### config.mk
export PLATFORM = sky130hd
export DESIGN_NAME = pmp_unit
export DESIGN_NICKNAME = d
export VERILOG_FILES = /design/src/hw/pmp_pkg.sv /design/src/hw/pmp_csr_ctl.sv /design/src/hw/pmp_region_match.sv /design/src/hw/pmp_priority_resolve.sv /design/src/hw/pmp_unit.sv
export SDC_FILE = /design/constraint.sdc
export NUM_CORES = 2
export LEC_CHECK = 0
export BUFFER_PORTS_ARGS = -buffer_cell sky130_fd_sc_hd__buf_2
export CAP_MARGIN = 20
export CORE_ASPECT_RATIO = 1.1
export CORE_MARGIN = 8
export CORE_UTILIZATION = 64
export CTS_CLUSTER_DIAMETER = 100
export DETAILED_ROUTE_END_ITERATION = 6
export PLACE_DENSITY_LB_ADDON = 0.05
export SLEW_MARGIN = 10
export SYNTH_ARGS = -nofsm -noshare
export SYNTH_HDL_FRONTEND = slang
export SYNTH_SLANG_ARGS = --single-unit
export TNS_END_PERCENT = 20
### constraint.sdc
create_clock -name clk -period 5.5 [get_ports clk]
set_input_delay 0 -clock clk [delete_from_list [all_inputs] [get_ports clk]]
set_output_delay 0 -clock clk [all_outputs]
set_load 0.005 [all_outputs]
### src/hw/pmp_pkg.sv
//--------------------------------------------------------------------------
// PMP shared definitions
// Entry count, CSR address map, address types, the pmpcfg byte layout and
// the request bundles used by the CSR block and the access checker
//--------------------------------------------------------------------------
package pmp_pkg;

   //--------------------------------------------------------------------------
   // Sizing
   //--------------------------------------------------------------------------

   // Number of implemented PMP entries
   localparam int PMP_ENTRIES = 16;
   // Four cfg bytes per pmpcfg word
   localparam int CFG_GROUPS = PMP_ENTRIES / 4;
   // pmpaddr holds byte address bits 31:2
   localparam int WORD_ADDR_W = 30;

   //--------------------------------------------------------------------------
   // Basic vector types
   //--------------------------------------------------------------------------

   typedef logic [11:0]                 csr_addr_t;
   typedef logic [31:0]                 word_t;
   typedef logic [WORD_ADDR_W-1:0]      word_addr_t;
   typedef logic [$clog2(PMP_ENTRIES)-1:0] entry_idx_t;

   // CSR map, pmpcfg0..3 and pmpaddr0..15
   localparam csr_addr_t CSR_PMPCFG_BASE  = 12'h3A0;
   localparam csr_addr_t CSR_PMPADDR_BASE = 12'h3B0;

   // Writable cfg bits: L, A, X, W, R (bits 6:5 read as zero)
   localparam logic [7:0] CFG_WARL_MASK = 8'h9F;

   //--------------------------------------------------------------------------
   // Configuration byte
   //--------------------------------------------------------------------------

   // Address-matching mode, field A of the cfg byte
   typedef enum logic [1:0] {
      OFF   = 2'd0,
      TOR   = 2'd1,
      NA4   = 2'd2,
      NAPOT = 2'd3
   } pmp_mode_e;

   // Same bit order as the CSR byte, L in bit 7 and R in bit 0
   typedef struct packed {
      logic      lock;
      logic [1:0] rsvd;
      pmp_mode_e mode;
      logic      x;
      logic      w;
      logic      r;
   } pmp_cfg_t;

   //--------------------------------------------------------------------------
   // Access kind and privilege
   //--------------------------------------------------------------------------

   typedef logic [1:0] pmp_acc_t;
   localparam pmp_acc_t ACC_READ  = 2'd0;
   localparam pmp_acc_t ACC_WRITE = 2'd1;
   localparam pmp_acc_t ACC_EXEC  = 2'd2;

   // Only M and U exist here
   typedef logic pmp_priv_t;
   localparam pmp_priv_t PRIV_U = 1'b0;
   localparam pmp_priv_t PRIV_M = 1'b1;

   // CSR write request
   typedef struct packed {
      csr_addr_t addr;
      word_t     wdata;
   } csr_req_t;

   // Access check request, addr is a byte address
   typedef struct packed {
      word_t     addr;
      pmp_acc_t  acc;
      pmp_priv_t priv;
   } chk_req_t;

endpackage

### src/hw/pmp_csr_ctl.sv
//--------------------------------------------------------------------------
// PMP CSR block
// Holds pmpcfg and pmpaddr for all entries, applies WARL masking and the
// entry and TOR lock rules on writes, and returns registered read data
//--------------------------------------------------------------------------
`timescale 1ns/1ps

module pmp_csr_ctl (
   input  logic                clk,
   input  logic                reset,
   input  logic                csr_we,
   input  pmp_pkg::csr_req_t   csr_wreq,
   input  logic                csr_re,
   input  pmp_pkg::csr_addr_t  csr_raddr,
   output logic                csr_rd_valid,
   output logic                csr_rd_hit,
   output pmp_pkg::word_t      csr_rdata,
   output pmp_pkg::pmp_cfg_t   pmp_cfg  [pmp_pkg::PMP_ENTRIES],
   output pmp_pkg::word_addr_t pmp_addr [pmp_pkg::PMP_ENTRIES]
);
   import pmp_pkg::*;

   // Write decode
   logic                   wr_cfg_sel;
   logic [1:0]             wr_cfg_group;
   logic                   wr_addr_sel;
   entry_idx_t             wr_addr_idx;

   // Lock bit of every entry
   logic [PMP_ENTRIES-1:0] entry_lock;

   // Register storage
   pmp_cfg_t               cfg_q  [PMP_ENTRIES];
   word_addr_t             addr_q [PMP_ENTRIES];

   // Read decode and mux
   logic                   rd_cfg_sel;
   logic [1:0]             rd_cfg_group;
   logic                   rd_addr_sel;
   entry_idx_t             rd_addr_idx;
   word_t                  rd_cfg_word;
   word_t                  rd_data_d;

   //--------------------------------------------------------------------------
   // Write address decode
   //--------------------------------------------------------------------------

   // pmpcfg0..3 only; higher groups belong to entries not built here
   assign wr_cfg_sel   = csr_we
                         & (csr_wreq.addr[11:4] == CSR_PMPCFG_BASE[11:4])
                         & (csr_wreq.addr[3:0] < CFG_GROUPS);
   assign wr_cfg_group = csr_wreq.addr[1:0];

   // pmpaddr0..15 fill the whole 0x3B0 block
   assign wr_addr_sel  = csr_we & (csr_wreq.addr[11:4] == CSR_PMPADDR_BASE[11:4]);
   assign wr_addr_idx  = csr_wreq.addr[3:0];

   //--------------------------------------------------------------------------
   // pmpcfg storage
   //--------------------------------------------------------------------------

   for (genvar i = 0; i < PMP_ENTRIES; i++) begin : g_cfg
      logic [7:0] raw_byte;
      logic [7:0] warl_byte;
      logic       cfg_wen;

      // Byte lane of this entry within its pmpcfg word
      assign raw_byte  = csr_wreq.wdata[8*(i%4) +: 8];

      // Bits 6:5 forced to zero
      // W only survives when R is also set
      assign warl_byte = raw_byte & CFG_WARL_MASK & {6'h3F, raw_byte[0], 1'b1};

      // A locked entry keeps its cfg until reset
      assign cfg_wen   = wr_cfg_sel & (wr_cfg_group == 2'(i / 4)) & ~entry_lock[i];

      assign entry_lock[i] = cfg_q[i].lock;

      always_ff @(posedge clk) begin
         if (reset) begin
            cfg_q[i] <= '0;
         end else if (cfg_wen) begin
            cfg_q[i] <= pmp_cfg_t'(warl_byte);
         end
      end
   end

   //--------------------------------------------------------------------------
   // pmpaddr storage
   //--------------------------------------------------------------------------

   for (genvar i = 0; i < PMP_ENTRIES; i++) begin : g_addr
      logic next_tor_lock;
      logic addr_lock;
      logic addr_wen;

      // Next entry in TOR uses this address as its lower bound
      if (i + 1 < PMP_ENTRIES) begin : g_next
         assign next_tor_lock = entry_lock[i+1] & (cfg_q[i+1].mode == TOR);
      end else begin : g_last
         assign next_tor_lock = 1'b0;
      end

      assign addr_lock = entry_lock[i] | next_tor_lock;
      assign addr_wen  = wr_addr_sel & (wr_addr_idx == entry_idx_t'(i)) & ~addr_lock;

      // Bits 31:30 of the write data are dropped, no storage behind them
      always_ff @(posedge clk) begin
         if (reset) begin
            addr_q[i] <= '0;
         end else if (addr_wen) begin
            addr_q[i] <= csr_wreq.wdata[WORD_ADDR_W-1:0];
         end
      end
   end

   assign pmp_cfg  = cfg_q;
   assign pmp_addr = addr_q;

   //--------------------------------------------------------------------------
   // CSR read
   //--------------------------------------------------------------------------

   assign rd_cfg_sel   = (csr_raddr[11:4] == CSR_PMPCFG_BASE[11:4])
                         & (csr_raddr[3:0] < CFG_GROUPS);
   assign rd_cfg_group = csr_raddr[1:0];
   assign rd_addr_sel  = csr_raddr[11:4] == CSR_PMPADDR_BASE[11:4];
   assign rd_addr_idx  = csr_raddr[3:0];

   // Entry 4g+3 in the top byte, entry 4g in the bottom byte
   assign rd_cfg_word = {cfg_q[{rd_cfg_group, 2'd3}],
                         cfg_q[{rd_cfg_group, 2'd2}],
                         cfg_q[{rd_cfg_group, 2'd1}],
                         cfg_q[{rd_cfg_group, 2'd0}]};

   always_comb begin
      if (rd_cfg_sel) begin
         rd_data_d = rd_cfg_word;
      end else if (rd_addr_sel) begin
         // Upper two bits read as zero
         rd_data_d = {{(32-WORD_ADDR_W){1'b0}}, addr_q[rd_addr_idx]};
      end else begin
         rd_data_d = '0;
      end
   end

   // Valid strobe one cycle after csr_re
   always_ff @(posedge clk) begin
      if (reset) begin
         csr_rd_valid <= 1'b0;
      end else begin
         csr_rd_valid <= csr_re;
      end
   end

   // Data and hit flag only move on a read
   always_ff @(posedge clk) begin
      if (csr_re) begin
         csr_rd_hit <= rd_cfg_sel | rd_addr_sel;
         csr_rdata  <= rd_data_d;
      end
   end

endmodule

### src/hw/pmp_region_match.sv
//--------------------------------------------------------------------------
// PMP region matcher
// Combinational address match of one entry for OFF, TOR, NA4 and NAPOT,
// passing the entry's permission bits and lock flag alongside the hit
//--------------------------------------------------------------------------
`timescale 1ns/1ps

module pmp_region_match (
   input  pmp_pkg::pmp_cfg_t   cfg,
   input  pmp_pkg::word_addr_t addr,
   input  pmp_pkg::word_addr_t prev_addr,
   input  pmp_pkg::word_addr_t chk_addr,
   output logic                hit,
   output logic                perm_r,
   output logic                perm_w,
   output logic                perm_x,
   output logic                locked
);
   import pmp_pkg::*;

   logic       tor_hit;
   logic       na4_hit;
   logic       napot_hit;
   // Set where a NAPOT compare looks at the bit
   word_addr_t napot_care;
   // Still inside the run of trailing ones
   logic       ones_run;

   //--------------------------------------------------------------------------
   // Per-mode compares
   //--------------------------------------------------------------------------

   // TOR: prev_addr <= a < addr, empty when prev_addr >= addr
   assign tor_hit = (chk_addr >= prev_addr) && (chk_addr < addr);

   // NA4: exactly one word
   assign na4_hit = chk_addr == addr;

   // NAPOT mask
   // k trailing ones in addr give a region of 2^(k+1) words
   // Bits 0..k are don't care, i.e. the ones and the first zero
   always_comb begin
      napot_care = '1;
      ones_run   = 1'b1;
      for (int b = 0; b < WORD_ADDR_W; b++) begin
         if (ones_run) begin
            napot_care[b] = 1'b0;
         end
         ones_run = ones_run & addr[b];
      end
   end

   // All-ones addr leaves no care bits and covers the whole space
   assign napot_hit = ((chk_addr ^ addr) & napot_care) == '0;

   //--------------------------------------------------------------------------
   // Mode select
   //--------------------------------------------------------------------------

   always_comb begin
      case (cfg.mode)
         TOR:     hit = tor_hit;
         NA4:     hit = na4_hit;
         NAPOT:   hit = napot_hit;
         default: hit = 1'b0;
      endcase
   end

   // Permissions go out unqualified, the resolver only looks at
   // the entry it selects from the hit vector
   assign perm_r = cfg.r;
   assign perm_w = cfg.w;
   assign perm_x = cfg.x;
   assign locked = cfg.lock;

endmodule

### src/hw/pmp_priority_resolve.sv
//--------------------------------------------------------------------------
// PMP priority resolver
// Selects the lowest-index hitting entry, applies the M/U privilege and
// lock rules to its permission and registers the verdict
//--------------------------------------------------------------------------
`timescale 1ns/1ps

module pmp_priority_resolve (
   input  logic                            clk,
   input  logic                            reset,
   input  logic                            chk_req,
   input  pmp_pkg::pmp_acc_t               acc,
   input  pmp_pkg::pmp_priv_t              priv,
   input  logic [pmp_pkg::PMP_ENTRIES-1:0] hit,
   input  logic [pmp_pkg::PMP_ENTRIES-1:0] perm_r,
   input  logic [pmp_pkg::PMP_ENTRIES-1:0] perm_w,
   input  logic [pmp_pkg::PMP_ENTRIES-1:0] perm_x,
   input  logic [pmp_pkg::PMP_ENTRIES-1:0] locked,
   output logic                            chk_valid,
   output logic                            chk_fault
);
   import pmp_pkg::*;

   logic       any_hit;
   entry_idx_t sel_idx;
   logic       sel_perm;
   logic       sel_locked;
   logic       fault_d;

   //--------------------------------------------------------------------------
   // Priority scan
   //--------------------------------------------------------------------------

   // Scan from the top so the lowest hitting index is written last
   always_comb begin
      any_hit = 1'b0;
      sel_idx = '0;
      for (int i = PMP_ENTRIES - 1; i >= 0; i--) begin
         if (hit[i]) begin
            any_hit = 1'b1;
            sel_idx = entry_idx_t'(i);
         end
      end
   end

   // Permission bit for this access kind
   always_comb begin
      case (acc)
         ACC_READ:  sel_perm = perm_r[sel_idx];
         ACC_WRITE: sel_perm = perm_w[sel_idx];
         ACC_EXEC:  sel_perm = perm_x[sel_idx];
         // Unknown kind has no permission bit
         default:   sel_perm = 1'b0;
      endcase
   end

   assign sel_locked = locked[sel_idx];

   //--------------------------------------------------------------------------
   // Verdict
   //--------------------------------------------------------------------------

   always_comb begin
      if (!any_hit) begin
         // No entry matched, only U-mode faults
         fault_d = (priv == PRIV_U);
      end else if ((priv == PRIV_M) && !sel_locked) begin
         // Unlocked entries do not restrict M-mode
         fault_d = 1'b0;
      end else begin
         fault_d = !sel_perm;
      end
   end

   always_ff @(posedge clk) begin
      if (reset) begin
         chk_valid <= 1'b0;
         chk_fault <= 1'b0;
      end else begin
         chk_valid <= chk_req;
         chk_fault <= chk_req & fault_d;
      end
   end

endmodule

### src/hw/pmp_unit.sv
//--------------------------------------------------------------------------
// PMP unit top level
// CSR block, one region matcher per entry and the priority resolver
//--------------------------------------------------------------------------
`timescale 1ns/1ps

module pmp_unit (
   input  logic               clk,
   input  logic               reset,
   input  logic               csr_we,
   input  pmp_pkg::csr_req_t  csr_wreq,
   input  logic               csr_re,
   input  pmp_pkg::csr_addr_t csr_raddr,
   output logic               csr_rd_valid,
   output logic               csr_rd_hit,
   output pmp_pkg::word_t     csr_rdata,
   input  logic               chk_req,
   input  pmp_pkg::chk_req_t  chk_in,
   output logic               chk_valid,
   output logic               chk_fault
);
   import pmp_pkg::*;

   // Register state fanned out to the matchers
   pmp_cfg_t               pmp_cfg  [PMP_ENTRIES];
   word_addr_t             pmp_addr [PMP_ENTRIES];

   // Word address of the access under check
   word_addr_t             chk_word_addr;

   // Per-entry match results
   logic [PMP_ENTRIES-1:0] hit;
   logic [PMP_ENTRIES-1:0] perm_r;
   logic [PMP_ENTRIES-1:0] perm_w;
   logic [PMP_ENTRIES-1:0] perm_x;
   logic [PMP_ENTRIES-1:0] locked;

   assign chk_word_addr = chk_in.addr[31:2];

   pmp_csr_ctl u_csr_ctl (
      .clk          (clk),
      .reset        (reset),
      .csr_we       (csr_we),
      .csr_wreq     (csr_wreq),
      .csr_re       (csr_re),
      .csr_raddr    (csr_raddr),
      .csr_rd_valid (csr_rd_valid),
      .csr_rd_hit   (csr_rd_hit),
      .csr_rdata    (csr_rdata),
      .pmp_cfg      (pmp_cfg),
      .pmp_addr     (pmp_addr)
   );

   //--------------------------------------------------------------------------
   // Region matchers
   //--------------------------------------------------------------------------

   for (genvar i = 0; i < PMP_ENTRIES; i++) begin : g_region
      word_addr_t prev_addr;

      // TOR lower bound, zero below entry 0
      if (i == 0) begin : g_base
         assign prev_addr = '0;
      end else begin : g_chain
         assign prev_addr = pmp_addr[i-1];
      end

      pmp_region_match u_match (
         .cfg       (pmp_cfg[i]),
         .addr      (pmp_addr[i]),
         .prev_addr (prev_addr),
         .chk_addr  (chk_word_addr),
         .hit       (hit[i]),
         .perm_r    (perm_r[i]),
         .perm_w    (perm_w[i]),
         .perm_x    (perm_x[i]),
         .locked    (locked[i])
      );
   end

   pmp_priority_resolve u_resolve (
      .clk       (clk),
      .reset     (reset),
      .chk_req   (chk_req),
      .acc       (chk_in.acc),
      .priv      (chk_in.priv),
      .hit       (hit),
      .perm_r    (perm_r),
      .perm_w    (perm_w),
      .perm_x    (perm_x),
      .locked    (locked),
      .chk_valid (chk_valid),
      .chk_fault (chk_fault)
   );

endmodule

==> results.yml <==
floorplan:
  die_w_um: 268
  rows: 101
  die_h_um: 293
  dieArea_sq_um: 78300
  coreArea_sq_um: 69000
  start_util_pct: 64.6
  top_level_ports: 132
drt:
  drc_errors: 18
  drtAntennaViolNets: 0
  drtIter0Drc: 7913
  num_vias: 48485
  wl_per_cell_um: 31.9
  first_pass_iters: 7
  drt_wl_total_um: 213000
  viasPerCell: 7.24
setup_path:
  cpPeakStageDelay_ns: 0.60
  start_kind: "flop"
  cp_slowest_cell: "nor4_1"
  cp_top_family: "simple AND/OR/NAND/NOR gates"
  required_ns: 6.09
  worst-setup-path-type: "flop to flop"
  worstPathBufferInverterCount: 3
  worstPathCellList: "inv_1 > ha_1 > nand4_1 > nor4_1 > o221ai_1 > a31oi_1 > o41ai_1 > o21ai_0 > nor2_1 > o2111a_1 > o21a_4 > buf_4 > or3_1 > o22ai_1 > nor4_1 > nor4_1 > and4b_1 > dlygate4sd3_1"
  crit_arrival_ns: 5.94
  critPathCaptureType: "flop"
  cp_common_cell: "nor4_1"
  reg2reg_slack_ns: 0.15
  cp_max_fo: 12
yosys:
  synth_warnings: 0
  synthMuxAreaShare_pct: 10.5
  synthAdderAreaFrac_pct: 13.5
  synthSimpleGateAreaFrac_pct: 21.2
  synth_top_family_by_area: "simple AND/OR/NAND/NOR gates"
  synth.net_count: 6240
  synth_xor_area_share_pct: 0
  synth-main-ff-cell: "dfxtp_1"
  syn_inst: 5664
  synth_enable_flop_cells: 32
  synth_cell_types: 98
  yosysSeqAreaShare_pct: 28.2
  postSynthAreaPerCell_sq_um: 7.87
  syn_area_sq_um: 44600
  ys_ff_latch: 611
  ys_async_sr_fraction_pct: 0
  synth-compound-area-share_pct: 19.7
clock_tree:
  clock_sinks: 611
  clkSlewWorstSetupHoldPaths_ns: 0.07
  post-cts-setup-buffers: 0
  cts_tree: "yes"
  ctsHtreeMaxLevel: 3
  cts-root-buf: "clkbuf_16"
  clk_latency_ns: 0.65
  clk_path_buf_depth: 3
  cts_buffers: 70
power_and_ir_drop:
  clockPowerShare_pct: 46.1
  comb_power_share_pct: 12.7
  peakVddDrop_mv: 0.340
  power.switching_uw: 3060
  leakage_uw: 0.0164
  powerDensity_nw_per_um2: 221
  total_power_uw: 10900
  cellInternalPower_uw: 7810
  pwr-share-seq_pct: 41.2
  swShare_pct: 28.1
placed_design:
  gp_congestion: 1.17
  port_buffers: 127
  dp_hpwl_um: 153000
final_layout:
  final_common_cell: "nand2_1"
  nFillCells: 5680
  final_cell_mix: "nand2_1, a21oi_1, dfxtp_1, inv_1, ha_1"
  drive_gt1_share_pct: 10.2
  area_growth_pct: 10.1
  finish.net_count: 6263
timing:
  tightest_slew_ns: 1.37
  fin_crit_ns: 5.35
  maxSlewHeadroom_pct: 8.56
  tns_ns: 0
  hold_violations: 0
  fmax_mhz: 187
  setup_violations: 0
  skew_ns: 0.0328
  maxSlewViolCount: 0
  finalCritPeriodShare_pct: 97.3
run:
  maxCapViolations: 0
min_path:
  min_path_type: "primary input to flop"
global_route:
  grt_max_degree: 190
  track_usage_pct: 52.6
  grt_pass1_wl_um: 302000
  grt_pass1_vias: 44504
  grt-ovfl-total: 0
  antenna_found_initial: 38
status:
  status: "finished with violations"
  violations: "design-rule violations"
[cell type report]
cell class                      count  area [sq um]  share of cell area [%]
Multi-Input combinational cell   4242         29100                    59.3
Sequential cell                   611         12600                    25.6
Clock buffer                       98          2060                    4.20
Inverter                          510          1910                    3.90
Timing Repair Buffer              252          1880                    3.83
Tap cell                          927          1160                    2.36
Clock inverter                     29           353                   0.719
Antenna cell                       25          62.6                   0.127
[power by group through the flow]
stage / clock network (uW) / logic, uW / registers (uW)
floorplan: 0 / 714 / 4570
global placement: 0 / 1240 / 4570
detailed placement: 0 / 1260 / 4570
CTS: 4970 / 1280 / 4470
global route: 5150 / 1420 / 4470
finish: 5010 / 1380 / 4470
[what timing repair did]
| item | 4_1_cts | 5_1_grt |
|---|---|---|
| resized for setup | 0 | 12 |
| hold buffers | 26 | 0 |
| endpoints found under the setup margin | 0 | 1 |
| endpoints found under the hold margin | 233 | 0 |
[routing by layer]
layer	up-vias	routed length [um]	track usage [%]
li1	20537	-	-
met1	22371	67400	61.0
met2	4228	82700	72.0
met3	1327	38100	22.9
met4	22	24900	47.4
met5	-	342	2.64
[through the flow]
stage          worst slack, ns  cells  hold slack [ns]  util, %  instance area (sq um)
2_1_floorplan             1.51   5664           0.0833        -                  44600
3_3_place_gp             0.698   6509            0.312     66.8                  46100
3_5_place_dp             0.647   6509            0.311     66.8                  46100
4_1_cts                  0.181   6662           0.0103     70.7                  48800
5_1_grt                -0.0795   6676           0.0264     71.1                  49000
6_report                 0.147   6694           0.0795     71.1                  49100
[cell families after synthesis]
family / Yosys count
compound gates: 1436
fa+ha+maj: 480
buf+inv: 811
flops: 611
mux: 249
other cells: 1
simple gates: 2076
[path summary, 6_finish.rpt]
path | startpoint | to | depth (start not counted)
worst min-delay path | csr_re | u_csr_ctl.csr_rdata[9] | 1
worst max register to register | u_csr_ctl.pmp_addr[239] | u_resolve.chk_fault | 18
worst min register to register | u_csr_ctl.pmp_addr[315] | u_csr_ctl.pmp_addr[315] | 2
worst max-delay path | u_csr_ctl.pmp_addr[239] | u_resolve.chk_fault | 18
[worst register-to-register path, stage by stage, from the launching register on]
cell and delay, ns:
dfxtp_1 0.43, inv_1 0.08, ha_1 0.38, nand4_1 0.19, nor4_1 0.60, o221ai_1 0.23, a31oi_1 0.25, o41ai_1 0.14
o21ai_0 0.55, nor2_1 0.16, o2111a_1 0.22, o21a_4 0.29, buf_4 0.18, or3_1 0.36, o22ai_1 0.15, nor4_1 0.09
nor4_1 0.26, and4b_1 0.21, dlygate4sd3_1 0.54
[synthesized netlist by cell type (all sizes together) (41+ instances only)]
| library cell | count | area [sq um] |
|---|---|---|
| mux2i | 67 | 671 |
| nand2 | 1176 | 4410 |
| a2111oi | 41 | 407 |
| nor4 | 94 | 641 |
| nor2 | 194 | 728 |
| a21oi | 726 | 3630 |
| ha | 480 | 6010 |
| a211oi | 45 | 338 |
| mux4 | 174 | 3920 |
| nor3 | 95 | 498 |
| inv | 510 | 1910 |
| and3 | 54 | 348 |
| o211ai | 51 | 388 |
| dfxtp | 579 | 11600 |
| a31oi | 43 | 269 |
| nand3 | 184 | 926 |
| nand4 | 124 | 788 |
| clkbuf | 280 | 1060 |
| a21o | 50 | 375 |
| o21ai | 192 | 965 |
| o22ai | 62 | 388 |
[state kept, by name (all words and copies together), names as in the netlist]
register / flops
u_resolve.chk_fault: 1
u_resolve.chk_valid: 1
u_csr_ctl.csr_rd_hit: 1
u_csr_ctl.csr_rdata: 31
u_csr_ctl.csr_rd_valid: 1
u_csr_ctl.pmp_cfg: 95
u_csr_ctl.pmp_addr: 480
u_csr_ctl.g_addr.addr_lock: 1
(Power assumes the default switching activity.)
